### src/design/cpuPkg.sv
/*
 * cpuPkg: core data types, memory operation codes and exception causes
 * shared by the data-memory stage
 */
package cpuPkg;

    typedef logic [31:0] word_t;
    typedef logic [31:0] addr_t;
    typedef logic [4:0]  regIdx_t;
    typedef logic [2:0]  memOp_t;
    typedef logic [1:0]  memSize_t;
    typedef logic [3:0]  byteEn_t;
    typedef logic [4:0]  excCode_t;

    // access size, low two bits of a memOp_t
    localparam memSize_t SZ_BYTE = 2'b00;
    localparam memSize_t SZ_HALF = 2'b01;
    localparam memSize_t SZ_WORD = 2'b10;

    // loads keep bit 2 clear, stores set it; the unsigned halfword load
    // takes the one code with bit 2 set that is not a store
    localparam memOp_t OP_LB  = 3'b000;
    localparam memOp_t OP_LH  = 3'b001;
    localparam memOp_t OP_LW  = 3'b010;
    localparam memOp_t OP_LBU = 3'b011;
    localparam memOp_t OP_SB  = 3'b100;
    localparam memOp_t OP_SH  = 3'b101;
    localparam memOp_t OP_SW  = 3'b110;
    localparam memOp_t OP_LHU = 3'b111;

    localparam excCode_t EXC_ADEL = 5'd4; // address error on load
    localparam excCode_t EXC_ADES = 5'd5; // address error on store

    function automatic logic opIsStore(memOp_t op);
        return op[2] && (op != OP_LHU);
    endfunction

    function automatic logic opIsUnsigned(memOp_t op);
        return (op == OP_LBU) || (op == OP_LHU);
    endfunction

    function automatic memSize_t opSize(memOp_t op);
        if (op == OP_LBU) return SZ_BYTE;
        if (op == OP_LHU) return SZ_HALF;
        return op[1:0];
    endfunction

endpackage
### src/design/accessIf.sv
/*
 * accessIf: one registered load or store travelling from the input
 * register to the address, store-format and load-align blocks
 */
`timescale 1ns/1ps

interface accessIf;
    import cpuPkg::*;

    logic    valid;
    memOp_t  op;
    addr_t   vaddr;
    word_t   storeData;
    regIdx_t dst;

    modport src  (output valid, op, vaddr, storeData, dst);
    modport sink (input  valid, op, vaddr, storeData, dst);

endinterface

### src/design/storeFormat.sv
/*
 * storeFormat: byte strobes and lane-replicated write data for
 * little-endian byte, halfword and word stores
 */
`timescale 1ns/1ps

module storeFormat (
    accessIf.sink              acc,
    input  logic               storeEn,
    output cpuPkg::byteEn_t    wrStrobe,
    output cpuPkg::word_t      wrData
);
    import cpuPkg::*;

    logic [1:0] lane;
    byteEn_t    strobe;

    assign lane = acc.vaddr[1:0];

    always_comb begin
        unique case (opSize(acc.op))
            SZ_BYTE: begin
                wrData = {4{acc.storeData[7:0]}};
                strobe = byteEn_t'(4'b0001 << lane);
            end
            SZ_HALF: begin
                wrData = {2{acc.storeData[15:0]}};
                strobe = lane[1] ? 4'b1100 : 4'b0011; // upper or lower half
            end
            default: begin
                wrData = acc.storeData;
                strobe = 4'b1111;
            end
        endcase
    end

    assign wrStrobe = storeEn ? strobe : '0; // no write for loads or faults

endmodule

### src/flat_wrapper.sv
// flat-port wrapper written by rule: the top's interface ports become plain ports
module storeFormat_flat import cpuPkg::*;
  (storeEn, wrStrobe, wrData, acc_valid, acc_op, acc_vaddr, acc_storeData, acc_dst);
  accessIf acc_i ();
  input  logic storeEn;
  output cpuPkg::byteEn_t wrStrobe;
  output cpuPkg::word_t wrData;
  input wire logic [$bits(acc_i.valid)-1:0] acc_valid;
  input wire logic [$bits(acc_i.op)-1:0] acc_op;
  input wire logic [$bits(acc_i.vaddr)-1:0] acc_vaddr;
  input wire logic [$bits(acc_i.storeData)-1:0] acc_storeData;
  input wire logic [$bits(acc_i.dst)-1:0] acc_dst;
  assign acc_i.valid = acc_valid;
  assign acc_i.op = acc_op;
  assign acc_i.vaddr = acc_vaddr;
  assign acc_i.storeData = acc_storeData;
  assign acc_i.dst = acc_dst;
  storeFormat u_core (.acc(acc_i), .storeEn(storeEn), .wrStrobe(wrStrobe), .wrData(wrData));
endmodule
### config.mk
export PLATFORM = sky130hd
export DESIGN_NAME = storeFormat_flat
export DESIGN_NICKNAME = d
export VERILOG_FILES = /design/src/design/cpuPkg.sv /design/src/design/accessIf.sv /design/src/design/storeFormat.sv /design/src/flat_wrapper.sv
export SDC_FILE = /design/constraint.sdc
export NUM_CORES = 1
export LEC_CHECK = 0
export BUFFER_PORTS_ARGS = -buffer_cell sky130_fd_sc_hd__buf_4
export CAP_MARGIN = 20
export CORE_ASPECT_RATIO = 0.7
export CORE_UTILIZATION = 30
export DETAILED_ROUTE_END_ITERATION = 10
export PLACE_DENSITY_LB_ADDON = 0.05
export SLEW_MARGIN = 30
export SYNTH_ARGS = -nofsm -noshare
export SYNTH_HDL_FRONTEND = slang
export SYNTH_SLANG_ARGS = --single-unit
export TNS_END_PERCENT = 1
### constraint.sdc
create_clock -name vclk -period 2.55
set_clock_uncertainty 0.15 [all_clocks]
set_input_delay 0.255 -clock vclk [all_inputs]
set_output_delay 0.255 -clock vclk [all_outputs]
set_load 0.005 [all_outputs]
==> impl_metrics.ini <==
[floorplan]
dieWidth_um = 56.0
dieArea_um2 = 2230
rows = 13
dieHeight_um = 39.8
core_area_um2 = 1890
io_pins = 110
initial_core_util_pct = 32.5

[sta]
maxSlewViolCount = 0
fmax_ghz = 0.520
hold_violations = 0
rsz0062_at_grt = no
worst_pin_slew_ns = 0.601
min_period_ns = 1.92
worst_slew_margin_rel_pct = 59.9
setup_ws_ns = 0.626
whs_ns = 0.558
fin_tns_setup_ns = 0
post-route-period-util_pct = 75.4
setup_violations = 0

[clocking]
cts_setup_buffers = 0
hold_buffers = 0
cts_resized = 0

[critical_path]
startpoint_type = primary input
path_max_fanout = 21
crit_required_ns = 2.14
cp.arrival_ns = 1.52
end_kind = output pin
critPathKind = in2out

[synth]
synth.area.top_cells = nand2_1 25%, mux2_2 15%, buf_4 13%, a211oi_1 11%, a31oi_1 10%
synth_area_um2 = 613
yosysWarnings = 0
synth_cell_types = 15
yosysTopAreaCell = nand2_1
synth_top_cell_area_share_pct = 25.1
synth_nets = 176
avgSynthCellArea_um2 = 6.01
ys_top_cells_by_count = 41 x nand2_1, 11 x buf_4, 10 x a31oi_1
yosysSeqAreaShare_pct = 0
synthCells = 102
yosysMostFrequentCell = nand2_1

[final_layout]
stdcell_count = 183
multi_input_area_um2 = 497
clkbuf_count = 0
diodes = 0
register_area_um2 = 0
nFlopsAndLatches = 0
final_util_pct = 57.8
drive_gt1_share_pct = 52.8
fillCellCount = 186
syn2layout_area_growth_pct = 78.0
layout.nets = 237

[detailed_routing]
routed_wirelength_um = 2160
wire_per_inst_um = 11.8
drt_iter0_markers = 21
avgViaCountPerCell = 4.81
via_count = 880
postRouteAntennaNets = 0
drcViolationCount = 0
first_pass_iters = 3

[global_routing]
antenna_found_initial = 0
grt_overflow = 0
grt.total_usage_pct = 17.2
grt_pass1_vias = 691
grt_pass1_wl_um = 2990
grt_start_max_net_pins = 22

[flow_run]
drv_cap = 0

[min_path]
hp-class = in2out

[place]
hpwl_um = 1650
post-place-ws_ns = 0.648
post-place-cells = 183
gp_congestion = 0.690
port_buffers = 74

[power]
leakage_nw = 0.574
ir_drop_v = 0.000116
power_density_nw_per_um2 = 193

[run_status]
status = finished clean
-- final timing paths --
check                     to  slack, ns  depth (start not counted)        startpoint
setup / recovery  wrData[25]       0.63                          5         acc_op[1]
hold / removal     wrData[6]       0.56                          2  acc_storeData[6]
-- layer usage --
layer / up-vias / wire, um / GRT usage [%] / share of wire [%]
met3: 0 / 190 / 2.31 / 8.8
li1: 458 / - / - / -
met5: - / 0 / 0 / 0
met1: 377 / 958 / 21.1 / 44
met2: 45 / 1010 / 33.0 / 47
met4: 0 / 0 / 3.05 / 0
-- stage by stage --
step           total power, mW  instance area, um^2
6_report                 0.210                 1090
5_1_grt                  0.229                 1090
2_1_floorplan           0.0944                  613
3_5_place_dp             0.211                 1090
4_1_cts                  0.212                 1090
3_3_place_gp             0.207                 1090
-- where the power goes --
group          leakage [nW]  switching [mW]  total [mW]  internal, mW
logic                 0.574          0.0846       0.210         0.126
clock network             0               0           0             0
registers                 0               0           0             0
-- critical path, cell delays in order --
cell and delay (ns):
buf_4 0.22, nor2b_1 0.54, nand2_1 0.12, a31oi_1 0.23
buf_4 0.14
-- area by class of cell --
cell class                      instances  area share, %
Tap cell                               22           2.52
Inverter                                1          0.344
Multi-Input combinational cell         85           45.5
Timing Repair Buffer                   75           51.6
-- cell usage in the layout (no fill, tap or decap), drive strengths merged --
| master | Yosys | final |
|---|---|---|
| buf | 15 | 75 |
| a31oi | 10 | 10 |
| inv | 1 | 1 |
| a211oi | 9 | 9 |
| o21ai | 2 | 2 |
| mux2 | 8 | 8 |
| mux2i | 1 | 1 |
| nand2b | 2 | 2 |
| nand2 | 41 | 41 |
| nor2b | 10 | 10 |
| nor2 | 2 | 2 |
-- logic make-up (layout without fill, tap and decap cells) --
logic type             Yosys count  count (layout)  share of synthesized area, %
AO/OA/AOI/OAI                   21              21                          22.9
AND/OR/NAND/NOR                 55              55                          39.8
multiplexers                     9               9                          18.4
buffers and inverters           17              76                          19.0
Power figures use the tool's default switching activity.
