### src/design/cpuPkg.sv
/*
 * cpuPkg: core data types, memory operation codes and exception causes
 * shared by the data-memory stage
 */
package cpuPkg;

    typedef logic [31:0] word_t;
    typedef logic [31:0] addr_t;
    typedef logic [4:0]  regIdx_t;
    typedef logic [2:0]  memOp_t;
    typedef logic [1:0]  memSize_t;
    typedef logic [3:0]  byteEn_t;
    typedef logic [4:0]  excCode_t;

    // access size, low two bits of a memOp_t
    localparam memSize_t SZ_BYTE = 2'b00;
    localparam memSize_t SZ_HALF = 2'b01;
    localparam memSize_t SZ_WORD = 2'b10;

    // loads keep bit 2 clear, stores set it; the unsigned halfword load
    // takes the one code with bit 2 set that is not a store
    localparam memOp_t OP_LB  = 3'b000;
    localparam memOp_t OP_LH  = 3'b001;
    localparam memOp_t OP_LW  = 3'b010;
    localparam memOp_t OP_LBU = 3'b011;
    localparam memOp_t OP_SB  = 3'b100;
    localparam memOp_t OP_SH  = 3'b101;
    localparam memOp_t OP_SW  = 3'b110;
    localparam memOp_t OP_LHU = 3'b111;

    localparam excCode_t EXC_ADEL = 5'd4; // address error on load
    localparam excCode_t EXC_ADES = 5'd5; // address error on store

    function automatic logic opIsStore(memOp_t op);
        return op[2] && (op != OP_LHU);
    endfunction

    function automatic logic opIsUnsigned(memOp_t op);
        return (op == OP_LBU) || (op == OP_LHU);
    endfunction

    function automatic memSize_t opSize(memOp_t op);
        if (op == OP_LBU) return SZ_BYTE;
        if (op == OP_LHU) return SZ_HALF;
        return op[1:0];
    endfunction

endpackage
### src/design/accessIf.sv
/*
 * accessIf: one registered load or store travelling from the input
 * register to the address, store-format and load-align blocks
 */
`timescale 1ns/1ps

interface accessIf;
    import cpuPkg::*;

    logic    valid;
    memOp_t  op;
    addr_t   vaddr;
    word_t   storeData;
    regIdx_t dst;

    modport src  (output valid, op, vaddr, storeData, dst);
    modport sink (input  valid, op, vaddr, storeData, dst);

endinterface

### src/design/memReg.sv
/*
 * memReg: input register of the memory stage, holds the access in the
 * address stage and drops it when flush is raised
 */
`timescale 1ns/1ps

module memReg (
    input  logic             clk,
    input  logic             arstN,
    input  logic             flush,
    input  logic             inValid,
    input  cpuPkg::memOp_t   inOp,
    input  cpuPkg::addr_t    inAddr,
    input  cpuPkg::word_t    inStoreData,
    input  cpuPkg::regIdx_t  inDst,
    accessIf.src             acc
);
    import cpuPkg::*;

    logic    validQ;
    memOp_t  opQ;
    addr_t   addrQ;
    word_t   storeDataQ;
    regIdx_t dstQ;

    always_ff @(posedge clk or negedge arstN) begin
        if (!arstN) begin
            validQ <= 1'b0;
        end else begin
            validQ <= inValid;
        end
    end

    // payload only loads on a strobe
    always_ff @(posedge clk) begin
        if (inValid) begin
            opQ        <= inOp;
            addrQ      <= inAddr;
            storeDataQ <= inStoreData;
            dstQ       <= inDst;
        end
    end

    assign acc.valid     = validQ & ~flush; // killed item never advances
    assign acc.op        = opQ;
    assign acc.vaddr     = addrQ;
    assign acc.storeData = storeDataQ;
    assign acc.dst       = dstQ;

endmodule

### src/flat_wrapper.sv
// flat-port wrapper written by rule: the top's interface ports become plain ports
module memReg_flat import cpuPkg::*;
  (clk, arstN, flush, inValid, inOp, inAddr, inStoreData, inDst, acc_valid, acc_op, acc_vaddr, acc_storeData, acc_dst);
  accessIf acc_i ();
  input  logic clk;
  input  logic arstN;
  input  logic flush;
  input  logic inValid;
  input  cpuPkg::memOp_t inOp;
  input  cpuPkg::addr_t inAddr;
  input  cpuPkg::word_t inStoreData;
  input  cpuPkg::regIdx_t inDst;
  output wire logic [$bits(acc_i.valid)-1:0] acc_valid;
  output wire logic [$bits(acc_i.op)-1:0] acc_op;
  output wire logic [$bits(acc_i.vaddr)-1:0] acc_vaddr;
  output wire logic [$bits(acc_i.storeData)-1:0] acc_storeData;
  output wire logic [$bits(acc_i.dst)-1:0] acc_dst;
  assign acc_valid = acc_i.valid;
  assign acc_op = acc_i.op;
  assign acc_vaddr = acc_i.vaddr;
  assign acc_storeData = acc_i.storeData;
  assign acc_dst = acc_i.dst;
  memReg u_core (.clk(clk), .arstN(arstN), .flush(flush), .inValid(inValid), .inOp(inOp), .inAddr(inAddr), .inStoreData(inStoreData), .inDst(inDst), .acc(acc_i));
endmodule
### config.mk
export PLATFORM = sky130hd
export DESIGN_NAME = memReg_flat
export DESIGN_NICKNAME = d
export VERILOG_FILES = /design/src/design/cpuPkg.sv /design/src/design/accessIf.sv /design/src/design/memReg.sv /design/src/flat_wrapper.sv
export SDC_FILE = /design/constraint.sdc
export NUM_CORES = 1
export LEC_CHECK = 0
export BUFFER_PORTS_ARGS = -buffer_cell sky130_fd_sc_hd__buf_2
export CAP_MARGIN = 20
export CORE_UTILIZATION = 44
export DETAILED_ROUTE_END_ITERATION = 7
export GPL_TIMING_DRIVEN = 0
export PLACE_DENSITY = 0.84
export RECOVER_POWER = 25
export SYNTH_ARGS = -nofsm -noshare
export SYNTH_HDL_FRONTEND = slang
export SYNTH_SLANG_ARGS = --single-unit
### constraint.sdc
create_clock -name clk -period 1.2 [get_ports clk]
set_input_delay 0.24 -clock clk [delete_from_list [all_inputs] [get_ports clk]]
set_output_delay 0.24 -clock clk [all_outputs]
set_load 0.01 [all_outputs]
==> impl_metrics.tcl <==
set metrics [dict create \
    yosys_synthesis_warning_count 0 \
    cp.required_ns 0.96 \
    wire_length_of_the_first_global_routing_pass_um 6375 \
    tightestPinTransition_ns 0.5139 \
    max_slew_margin 0.6574 \
    finished_core_util 0.6837 \
    port_buffers 148 \
    buffers_from_clock_root_to_sink_at_most 2 \
    report.power.total_mw 5.324 \
    grt_pass1_vias 1253 \
    filler_cell_count 343 \
    core.rowCount 25 \
    syn_nets 150 \
    timing.setup.tns_ns 0 \
    dr.first_iter.drc_count 70 \
    final.setup.worst_slack_ns 0.04443 \
    placedCellCount 290 \
    dp_hpwl_um 3609 \
    leakage_power_nw 1.412 \
    design.core.area_um2 4755 \
    crit_start "u_core.validQ" \
    cp_max_fo 1 \
    finalSetupViolCount 0 \
    grt_overflow 0 \
    pin_count_of_the_biggest_net_entering_global_routing 39 \
    max_cap_viol_count 0 \
    max_freq_mhz 865.4 \
    critical_path.startpoint_type "flop" \
    cts.root.buffer_cell "clkbuf_8" \
    timing.final.crit_share 0.9630 \
    number_of_top_level_pins 149 \
    vias 1338 \
    power.share.clock 0.333 \
    clock_sinks 73 \
    chipWidth_um 72.73 \
    floorplan.die_area_um2 5289 \
    finalHoldViolations 0 \
    antenna_violations_before_repair 0 \
    worstHoldPathType "in -> reg" \
    multi_input_comb_area_um2 13.76 \
    dr.pass1.iters 4 \
    criticalPathCategory "reg -> out" \
    power.density_cell_area_nw_per_um2 1638 \
    post_layout_nonfiller_instances 307 \
    dp_worst_setup_slack_ns -0.3192 \
    avgRoutedWirePerCell_um 15.48 \
    cts_htree_levels 3 \
    fin_crit_ns 1.156 \
    endpoint_kind "output port" \
    track_usage 0.1749 \
    combinationalPowerShare 0.091 \
    via_per_inst 4.358 \
    outcome "complete, no violations" \
    place_congestion 0.7027 \
    drt_drc_violations_left 0 \
    synthDistinctLibCells 3 \
    grt_setup_unrepaired "false" \
    power.net_switching_mw 1.133 \
    final_antenna_net_count 0 \
    post_synthesis_sequential_area_ratio 0.9937 \
    number_of_instances_in_the_synthesized_netlist 74 \
    endpoint "acc_valid" \
    power.internal_mw 4.191 \
    per_instance_average_area_after_synthesis_um2 29.74 \
    report.final.slew_viol_count 0 \
    flow.area_growth_from_synthesis_pct 47.70 \
    drt-total-wl_um 4751 \
    clock_tree_from_tritoncts "yes" \
    die_height_um 72.73 \
    sw_frac_of_total 0.2128 \
    starting_density 0.4629 \
    worst_ir_drop_vdd_mv 0.9736 \
    synth-seq-cells 73 \
    power_frac_seq 0.576 \
    design.final.nets 311 \
    clock_pin_slew_reported_for_the_worst_setup_and_hold_paths_after_clock_tree_synthesis_ns 0.08 \
    synth_area_um2 2201 \
    final_layout_size_suffix_gt1_frac 0.6833 \
    cts-buffers-inserted 9 \
    worst-endpoint-arrival_ns 0.92 \
    n_antenna_cell 0 \
    regArea_um2 2187 \
]
## metal layers
layer,global-route usage,vias up,part of all wire
li1,-,619,-
met1,0.1823,620,0.36
met2,0.2991,89,0.53
met3,0.05110,10,0.087
met4,0.1307,0,0.027
met5,0,-,0
## synthesized netlist by cell type, drive strengths merged
cell type  count  area [µm²]
edfxtp        72        2162
dfrtp          1       25.02
nor2b          1       13.76
## registers in the layout (all words and copies together) (netlist names)
register	cells
u_core.validQ	1
u_core.acc.storeData	32
u_core.acc.dst	5
u_core.acc.op	3
u_core.acc.vaddr	32
## logic make-up (layout without fill, tap and decap cells)
kind of cell / Yosys count / count (layout) / share of synthesized area
flip-flops: 73 / 73 / 0.9937
AND/OR/NAND/NOR: 1 / 1 / 0.006252
buffers and inverters: 0 / 166 / 0
## worst min-delay path by stage
stage	start	to	slack [ns]	depth (start not counted)
3_3_place_gp	arstN	u_core.validQ	0.01	1
4_1_cts	inStoreData[3]	u_core.acc.storeData[3]	0.06	1
5_1_grt	inStoreData[10]	u_core.acc.storeData[10]	0.07	1
6_report	inStoreData[10]	u_core.acc.storeData[10]	0.09	1
3_5_place_dp	arstN	u_core.validQ	0.01	1
2_1_floorplan	arstN	u_core.validQ	-0.06	0
## metrics by stage
step	instance area (µm²)	hold WS, ns
after floorplan	2201	-0.05559
after global placement	3025	0.01484
after detailed placement	3045	0.01493
after CTS	3242	0.06413
after global routing	3251	0.06535
final	3251	0.08532
## critical path, cell delays in order, from the launching register on
cell and delay (ns):
dfrtp_1 0.36, nor2b_4 0.12, buf_6 0.11
## layout by cell type, fill, tap and decap left out
master         count
edfxtp_1          72
clkinv_1           1
dlygate4sd3_1      1
nor2b_4            1
clkinv_2           2
dfrtp_1            1
clkinvlp_4         2
clkbuf_8           9
clkbuf_4           1
buf_6              1
buf_12             1
clkbuf_1           1
buf_2            146
bufinv_16          1
## area by class of cell
cell class | instances | area share
Clock buffer | 10 | 0.03926
Clock inverter | 6 | 0.01809
Multi-Input combinational cell | 1 | 0.004234
Sequential cell | 73 | 0.6728
Tap cell | 67 | 0.02579
Timing Repair Buffer | 150 | 0.2398
## power groups by stage
stage	Combinational [mW]	Sequential (mW)	Clock, mW
after detailed placement	0.481	3.13	0
after global placement	0.457	3.12	0
after CTS	0.484	3.07	1.82
after global routing	0.517	3.09	1.90
final	0.482	3.07	1.78
after floorplan	0.00411	3.24	0
## what timing repair did
action                                  4_1_cts  5_1_grt
gates resized for setup                       0        2
hold buffers                                  1        0
setup buffers                                 0        0
endpoints found under the hold margin         1        0
endpoints found under the setup margin        0       36
No activity file was read; power rests on OpenSTA's default activity.
