--- src/design/cpuPkg.sv ---
/*
 * cpuPkg: core data types, memory operation codes and exception causes
 * shared by the data-memory stage
 */
package cpuPkg;

    typedef logic [31:0] word_t;
    typedef logic [31:0] addr_t;
    typedef logic [4:0]  regIdx_t;
    typedef logic [2:0]  memOp_t;
    typedef logic [1:0]  memSize_t;
    typedef logic [3:0]  byteEn_t;
    typedef logic [4:0]  excCode_t;

    // access size, low two bits of a memOp_t
    localparam memSize_t SZ_BYTE = 2'b00;
    localparam memSize_t SZ_HALF = 2'b01;
    localparam memSize_t SZ_WORD = 2'b10;

    // loads keep bit 2 clear, stores set it; the unsigned halfword load
    // takes the one code with bit 2 set that is not a store
    localparam memOp_t OP_LB  = 3'b000;
    localparam memOp_t OP_LH  = 3'b001;
    localparam memOp_t OP_LW  = 3'b010;
    localparam memOp_t OP_LBU = 3'b011;
    localparam memOp_t OP_SB  = 3'b100;
    localparam memOp_t OP_SH  = 3'b101;
    localparam memOp_t OP_SW  = 3'b110;
    localparam memOp_t OP_LHU = 3'b111;

    localparam excCode_t EXC_ADEL = 5'd4; // address error on load
    localparam excCode_t EXC_ADES = 5'd5; // address error on store

    function automatic logic opIsStore(memOp_t op);
        return op[2] && (op != OP_LHU);
    endfunction

    function automatic logic opIsUnsigned(memOp_t op);
        return (op == OP_LBU) || (op == OP_LHU);
    endfunction

    function automatic memSize_t opSize(memOp_t op);
        if (op == OP_LBU) return SZ_BYTE;
        if (op == OP_LHU) return SZ_HALF;
        return op[1:0];
    endfunction

endpackage
--- src/design/accessIf.sv ---
/*
 * accessIf: one registered load or store travelling from the input
 * register to the address, store-format and load-align blocks
 */
`timescale 1ns/1ps

interface accessIf;
    import cpuPkg::*;

    logic    valid;
    memOp_t  op;
    addr_t   vaddr;
    word_t   storeData;
    regIdx_t dst;

    modport src  (output valid, op, vaddr, storeData, dst);
    modport sink (input  valid, op, vaddr, storeData, dst);

endinterface

--- src/design/loadAlign.sv ---
/*
 * loadAlign: second-stage control register, load byte/halfword extraction
 * with sign or zero extension, and the retire register
 */
`timescale 1ns/1ps

module loadAlign (
    input  logic               clk,
    input  logic               arstN,
    accessIf.sink              acc,
    input  logic               fault,
    input  cpuPkg::excCode_t   excCode,
    input  cpuPkg::word_t      rdData,
    output logic               doneValid,
    output logic               wbEn,
    output logic               excValid,
    output cpuPkg::regIdx_t    wbDst,
    output cpuPkg::word_t      wbData,
    output cpuPkg::excCode_t   excOut,
    output cpuPkg::addr_t      badVAddr
);
    import cpuPkg::*;

    logic       s2Valid;
    memOp_t     s2Op;
    logic [1:0] s2Lo;
    addr_t      s2VAddr;
    regIdx_t    s2Dst;
    logic       s2Fault;
    excCode_t   s2ExcCode;
    word_t      shifted;
    word_t      loadVal;

    always_ff @(posedge clk or negedge arstN) begin
        if (!arstN) begin
            s2Valid <= 1'b0;
        end else begin
            s2Valid <= acc.valid;
        end
    end

    // control travels alongside the RAM read
    always_ff @(posedge clk) begin
        s2Op      <= acc.op;
        s2Lo      <= acc.vaddr[1:0];
        s2VAddr   <= acc.vaddr;
        s2Dst     <= acc.dst;
        s2Fault   <= fault;
        s2ExcCode <= excCode;
    end

    assign shifted = rdData >> {s2Lo, 3'b000}; // addressed lane down to bit 0

    always_comb begin
        unique case (opSize(s2Op))
            SZ_BYTE: loadVal = opIsUnsigned(s2Op) ? {24'b0, shifted[7:0]}
                                                  : {{24{shifted[7]}}, shifted[7:0]};
            SZ_HALF: loadVal = opIsUnsigned(s2Op) ? {16'b0, shifted[15:0]}
                                                  : {{16{shifted[15]}}, shifted[15:0]};
            default: loadVal = rdData;
        endcase
    end

    always_ff @(posedge clk or negedge arstN) begin
        if (!arstN) begin
            doneValid <= 1'b0;
            wbEn      <= 1'b0;
            excValid  <= 1'b0;
            wbDst     <= '0;
            wbData    <= '0;
            excOut    <= '0;
            badVAddr  <= '0;
        end else begin
            doneValid <= s2Valid;
            wbEn      <= s2Valid & ~s2Fault & ~opIsStore(s2Op); // loads only
            excValid  <= s2Valid & s2Fault;
            wbDst     <= s2Dst;
            wbData    <= loadVal;
            excOut    <= s2ExcCode;
            badVAddr  <= s2VAddr; // virtual, as seen by software
        end
    end

endmodule

--- src/flat_wrapper.sv ---
// flat-port wrapper written by rule: the top's interface ports become plain ports
module loadAlign_flat import cpuPkg::*;
  (clk, arstN, fault, excCode, rdData, doneValid, wbEn, excValid, wbDst, wbData, excOut, badVAddr, acc_valid, acc_op, acc_vaddr, acc_storeData, acc_dst);
  accessIf acc_i ();
  input  logic clk;
  input  logic arstN;
  input  logic fault;
  input  cpuPkg::excCode_t excCode;
  input  cpuPkg::word_t rdData;
  output logic doneValid;
  output logic wbEn;
  output logic excValid;
  output cpuPkg::regIdx_t wbDst;
  output cpuPkg::word_t wbData;
  output cpuPkg::excCode_t excOut;
  output cpuPkg::addr_t badVAddr;
  input wire logic [$bits(acc_i.valid)-1:0] acc_valid;
  input wire logic [$bits(acc_i.op)-1:0] acc_op;
  input wire logic [$bits(acc_i.vaddr)-1:0] acc_vaddr;
  input wire logic [$bits(acc_i.storeData)-1:0] acc_storeData;
  input wire logic [$bits(acc_i.dst)-1:0] acc_dst;
  assign acc_i.valid = acc_valid;
  assign acc_i.op = acc_op;
  assign acc_i.vaddr = acc_vaddr;
  assign acc_i.storeData = acc_storeData;
  assign acc_i.dst = acc_dst;
  loadAlign u_core (.clk(clk), .arstN(arstN), .acc(acc_i), .fault(fault), .excCode(excCode), .rdData(rdData), .doneValid(doneValid), .wbEn(wbEn), .excValid(excValid), .wbDst(wbDst), .wbData(wbData), .excOut(excOut), .badVAddr(badVAddr));
endmodule
--- config.mk ---
export PLATFORM = sky130hd
export DESIGN_NAME = loadAlign_flat
export DESIGN_NICKNAME = d
export VERILOG_FILES = /design/src/design/cpuPkg.sv /design/src/design/accessIf.sv /design/src/design/loadAlign.sv /design/src/flat_wrapper.sv
export SDC_FILE = /design/constraint.sdc
export NUM_CORES = 1
export LEC_CHECK = 0
export ABC_AREA = 1
export BUFFER_PORTS_ARGS = -buffer_cell sky130_fd_sc_hd__buf_4
export CORE_ASPECT_RATIO = 1.75
export CORE_MARGIN = 4
export CORE_UTILIZATION = 35
export DETAILED_ROUTE_END_ITERATION = 8
export GPL_ROUTABILITY_DRIVEN = 0
export PLACE_DENSITY = 0.68
export SYNTH_ARGS = -nofsm -noshare
export SYNTH_HDL_FRONTEND = slang
export SYNTH_SLANG_ARGS = --single-unit
--- constraint.sdc ---
create_clock -name clk -period 1.4 [get_ports clk]
set_input_delay 0.14 -clock clk [delete_from_list [all_inputs] [get_ports clk]]
set_output_delay 0.14 -clock clk [all_outputs]
set_load 0.01 [all_outputs]
==> flow_summary_export.csv <==
group,metric,value,unit
status,outcome,"complete, no violations",
route,dr_wl_met3,540,um
timing,max_freq,785,MHz
global_route,grt_max_degree,30,
yosys,yosysSeqAreaShare,0.779,
timing,max_slew_margin,0.764,
worst_setup_path,critPathKind,"reg2reg",
worst_setup_path,setup.worst_path.start_class,"register",
clock_tree,clockBufferDepth,2,
yosys,yosys.area.top_type,"dfrtp_1",
yosys,yosys_warnings,0,
timing,worst-slew-pin-transition,0.353,ns
placed_design,place_hpwl,7000,um
final_layout,instances_no_fill,703,
worst_hold_path,hp-class,"in2reg",
floorplan,core,10300,sq um
global_route,grt_usage,0.171,
placed_design,dp_cells,592,
timing,layout_min_cycle_time,1.27,ns
route,ant_nets,0,
global_route,antenna_found_initial,0,
yosys,synth_area,3690,sq um
route,wl_met2,5770,um
timing,slew_viol_final,0,
route,drt-met1-wl,3530,um
yosys,netlist_top_cells_count,"83 x nand2_1, 78 x dfrtp_1, 49 x nand3_1",
floorplan,start_util,0.358,
timing,post-route-period-util,0.910,
yosys,postSynthCellCount,308,
route,routed.top_layer,"met4",
floorplan,io_pins,190,
final_layout,nets,674,
worst_setup_path,critPathRequiredTime,1.68,ns
route,drtIter0Drc,80,
final_layout,final_util,0.629,
job,drv_cap,0,
pwr,powerDensity,1430,nW/um^2
pwr,power,9.23,mW
final_layout,syn_to_final_growth,75.6,%
global_route,grt_pass1_vias,3282,
route,wl_per_cell,14.7,um
pwr,power_leakage,3.19,nW
timing,setup_tns,0,ns
pwr,peakVddDrop,0.000891,V
clock_tree,post_cts_buffers,0,
yosys,synth_top_area_frac,0.529,
clock_tree,clockRootBuffer,"clkbuf_16",
yosys,synth_seq_cells,124,
yosys,synth_area_leaders,"dfrtp_1 53%, dfxtp_1 25%, nand2_1 8.4%",
worst_setup_path,arrival,1.55,ns
timing,setup_viol,0,
route,route.detailed.vias_per_inst,4.43,
worst_setup_path,crit_fanout,10,
floorplan,die_area,12300,sq um
route,num_vias,3116,
final_layout,drive_gt1_frac,0.366,
clock_tree,htreeDepth,4,
yosys,synth_ff_type,"dfrtp_1",
clock_tree,cts_tree,"yes",
global_route,grt_pass1_wl,15900,um
final_layout,fillerInstances,809,
clock_tree,cts.sinks,124,
floorplan,num_rows,49,
route,dr.pass1.iters,4,
clock_tree,numCtsBuffers,17,
worst_hold_path,worstHoldPathCells,3,
route,drc,0,
yosys,synth-async-reset-ratio,0.629,
clock_tree,clk_latency,0.40,ns
yosys,synth_edf_count,0,
timing,rsz0062_at_grt,"no",
timing,hold_viol,0,
placed_design,dpl_worst_slack,0.0606,ns
clock_tree,clk_pin_slew_worst_paths,0.06,ns
yosys,synth_most_common_cell,"nand2_1",
timing,clock_skew,0.00530,ns
route,drt-total-wl,10300,um
floorplan,die-height,144,um
yosys,yosysUniqueCellTypes,16,
floorplan,die_x,85.6,um
timing,fin_ws,0.125,ns
placed_design,io_buffers,157,
yosys,syn_avg_cell_area,12.0,sq um
global_route,grt-ovfl-total,0,
worst_setup_path,reg2reg_depth,4,
yosys,syn_nets,421,
worst_setup_path,end_kind,"register",
[worst max-delay path: stages (launching register included)]
cell     delay (ns)
dfxtp_1        0.45
buf_4          0.22
nand2_1        0.18
o21ai_1        0.21
a21oi_1        0.09
[flip-flops by register name (all words and copies together) (netlist names)]
name / count
u_core.badVAddr: 32
u_core.wbData: 32
u_core.s2VAddr: 31
u_core.excOut: 5
u_core.s2Dst: 5
u_core.s2ExcCode: 5
u_core.wbDst: 5
u_core.s2Op: 3
u_core.doneValid: 1
u_core.excValid: 1
u_core.s2Fault: 1
u_core.s2Lo: 1
u_core.s2Valid: 1
u_core.wbEn: 1
[placed cells by master (no fill, tap or decap)]
master         Yosys  routed
diode_2            0       2
o21ai_1            7       7
buf_4              2     165
clkbuf_1           0       1
a21oi_2            1       1
inv_2              6       6
dfxtp_1           46      46
bufinv_16          0       2
inv_6              0       6
a21oi_1            7       7
clkinvlp_4         0       2
clkinv_2           0       1
a21oi_4            1       1
nand3_1           49      49
nor2_1            11      11
buf_12             0       4
clkinv_4           0       3
inv_1              5       5
dlygate4sd3_1      0      77
nand2_1           83      83
dfrtp_1           78      78
nor2_2             1       1
nand4_4            0       1
clkbuf_16          0      17
[cells by family after synthesis]
kind of cell    after synthesis  share of synthesized area
simple gates                145                      0.167
compound gates               16                     0.0258
flops                       124                      0.779
buf+inv                      23                     0.0282
[where the power goes]
part / switching (mW) / internal, mW
clock: 1.61 / 2.66
combinational: 0.480 / 0.603
sequential: 0.0769 / 3.80
total: 2.17 / 7.06
[through the flow]
step	instance area (sq um)	hold WS, ns
after floorplan	3690	-0.156
after global placement	5100	0.0645
after detailed placement	5100	0.0665
after CTS	6460	0.00170
after global routing	6470	0.00859
final	6480	0.0137
[area by class of cell]
| cell class | instances | area, sq um | share of cell area |
|---|---|---|---|
| Tap cell | 127 | 159 | 0.0245 |
| Clock inverter | 14 | 159 | 0.0245 |
| Antenna cell | 2 | 5.00 | 0.000773 |
| Inverter | 11 | 41.3 | 0.00638 |
| Timing Repair Buffer | 246 | 2090 | 0.323 |
| Sequential cell | 124 | 2870 | 0.444 |
| Clock buffer | 18 | 429 | 0.0663 |
| Multi-Input combinational cell | 161 | 721 | 0.111 |
[routing by layer]
metal  up-vias  GRT usage
li1       1499          -
met1      1443      0.176
met2       134      0.302
met3        40     0.0367
met4         0      0.125
met5         -          0
[repair_timing]
item / CTS / global route
endpoints found under the setup margin: 0 / 16
hold buffers: 77 / 0
gates resized for setup: 0 / 1
hold endpoints to repair: 154 / 0
[worst paths after layout]
| path | from | end | slack, ns |
|---|---|---|---|
| max | u_core.s2Lo[0] | u_core.wbData[2] | 0.13 |
| min | rdData[8] | u_core.wbData[8] | 0.01 |
| max reg2reg | u_core.s2Lo[0] | u_core.wbData[2] | 0.13 |
| min reg2reg | u_core.s2ExcCode[2] | u_core.excOut[2] | 0.32 |
| max in group asynchronous | arstN | u_core.wbData[1] | 0.73 |
| min in group asynchronous | arstN | u_core.badVAddr[0] | 0.20 |
(Power assumes the default switching activity.)
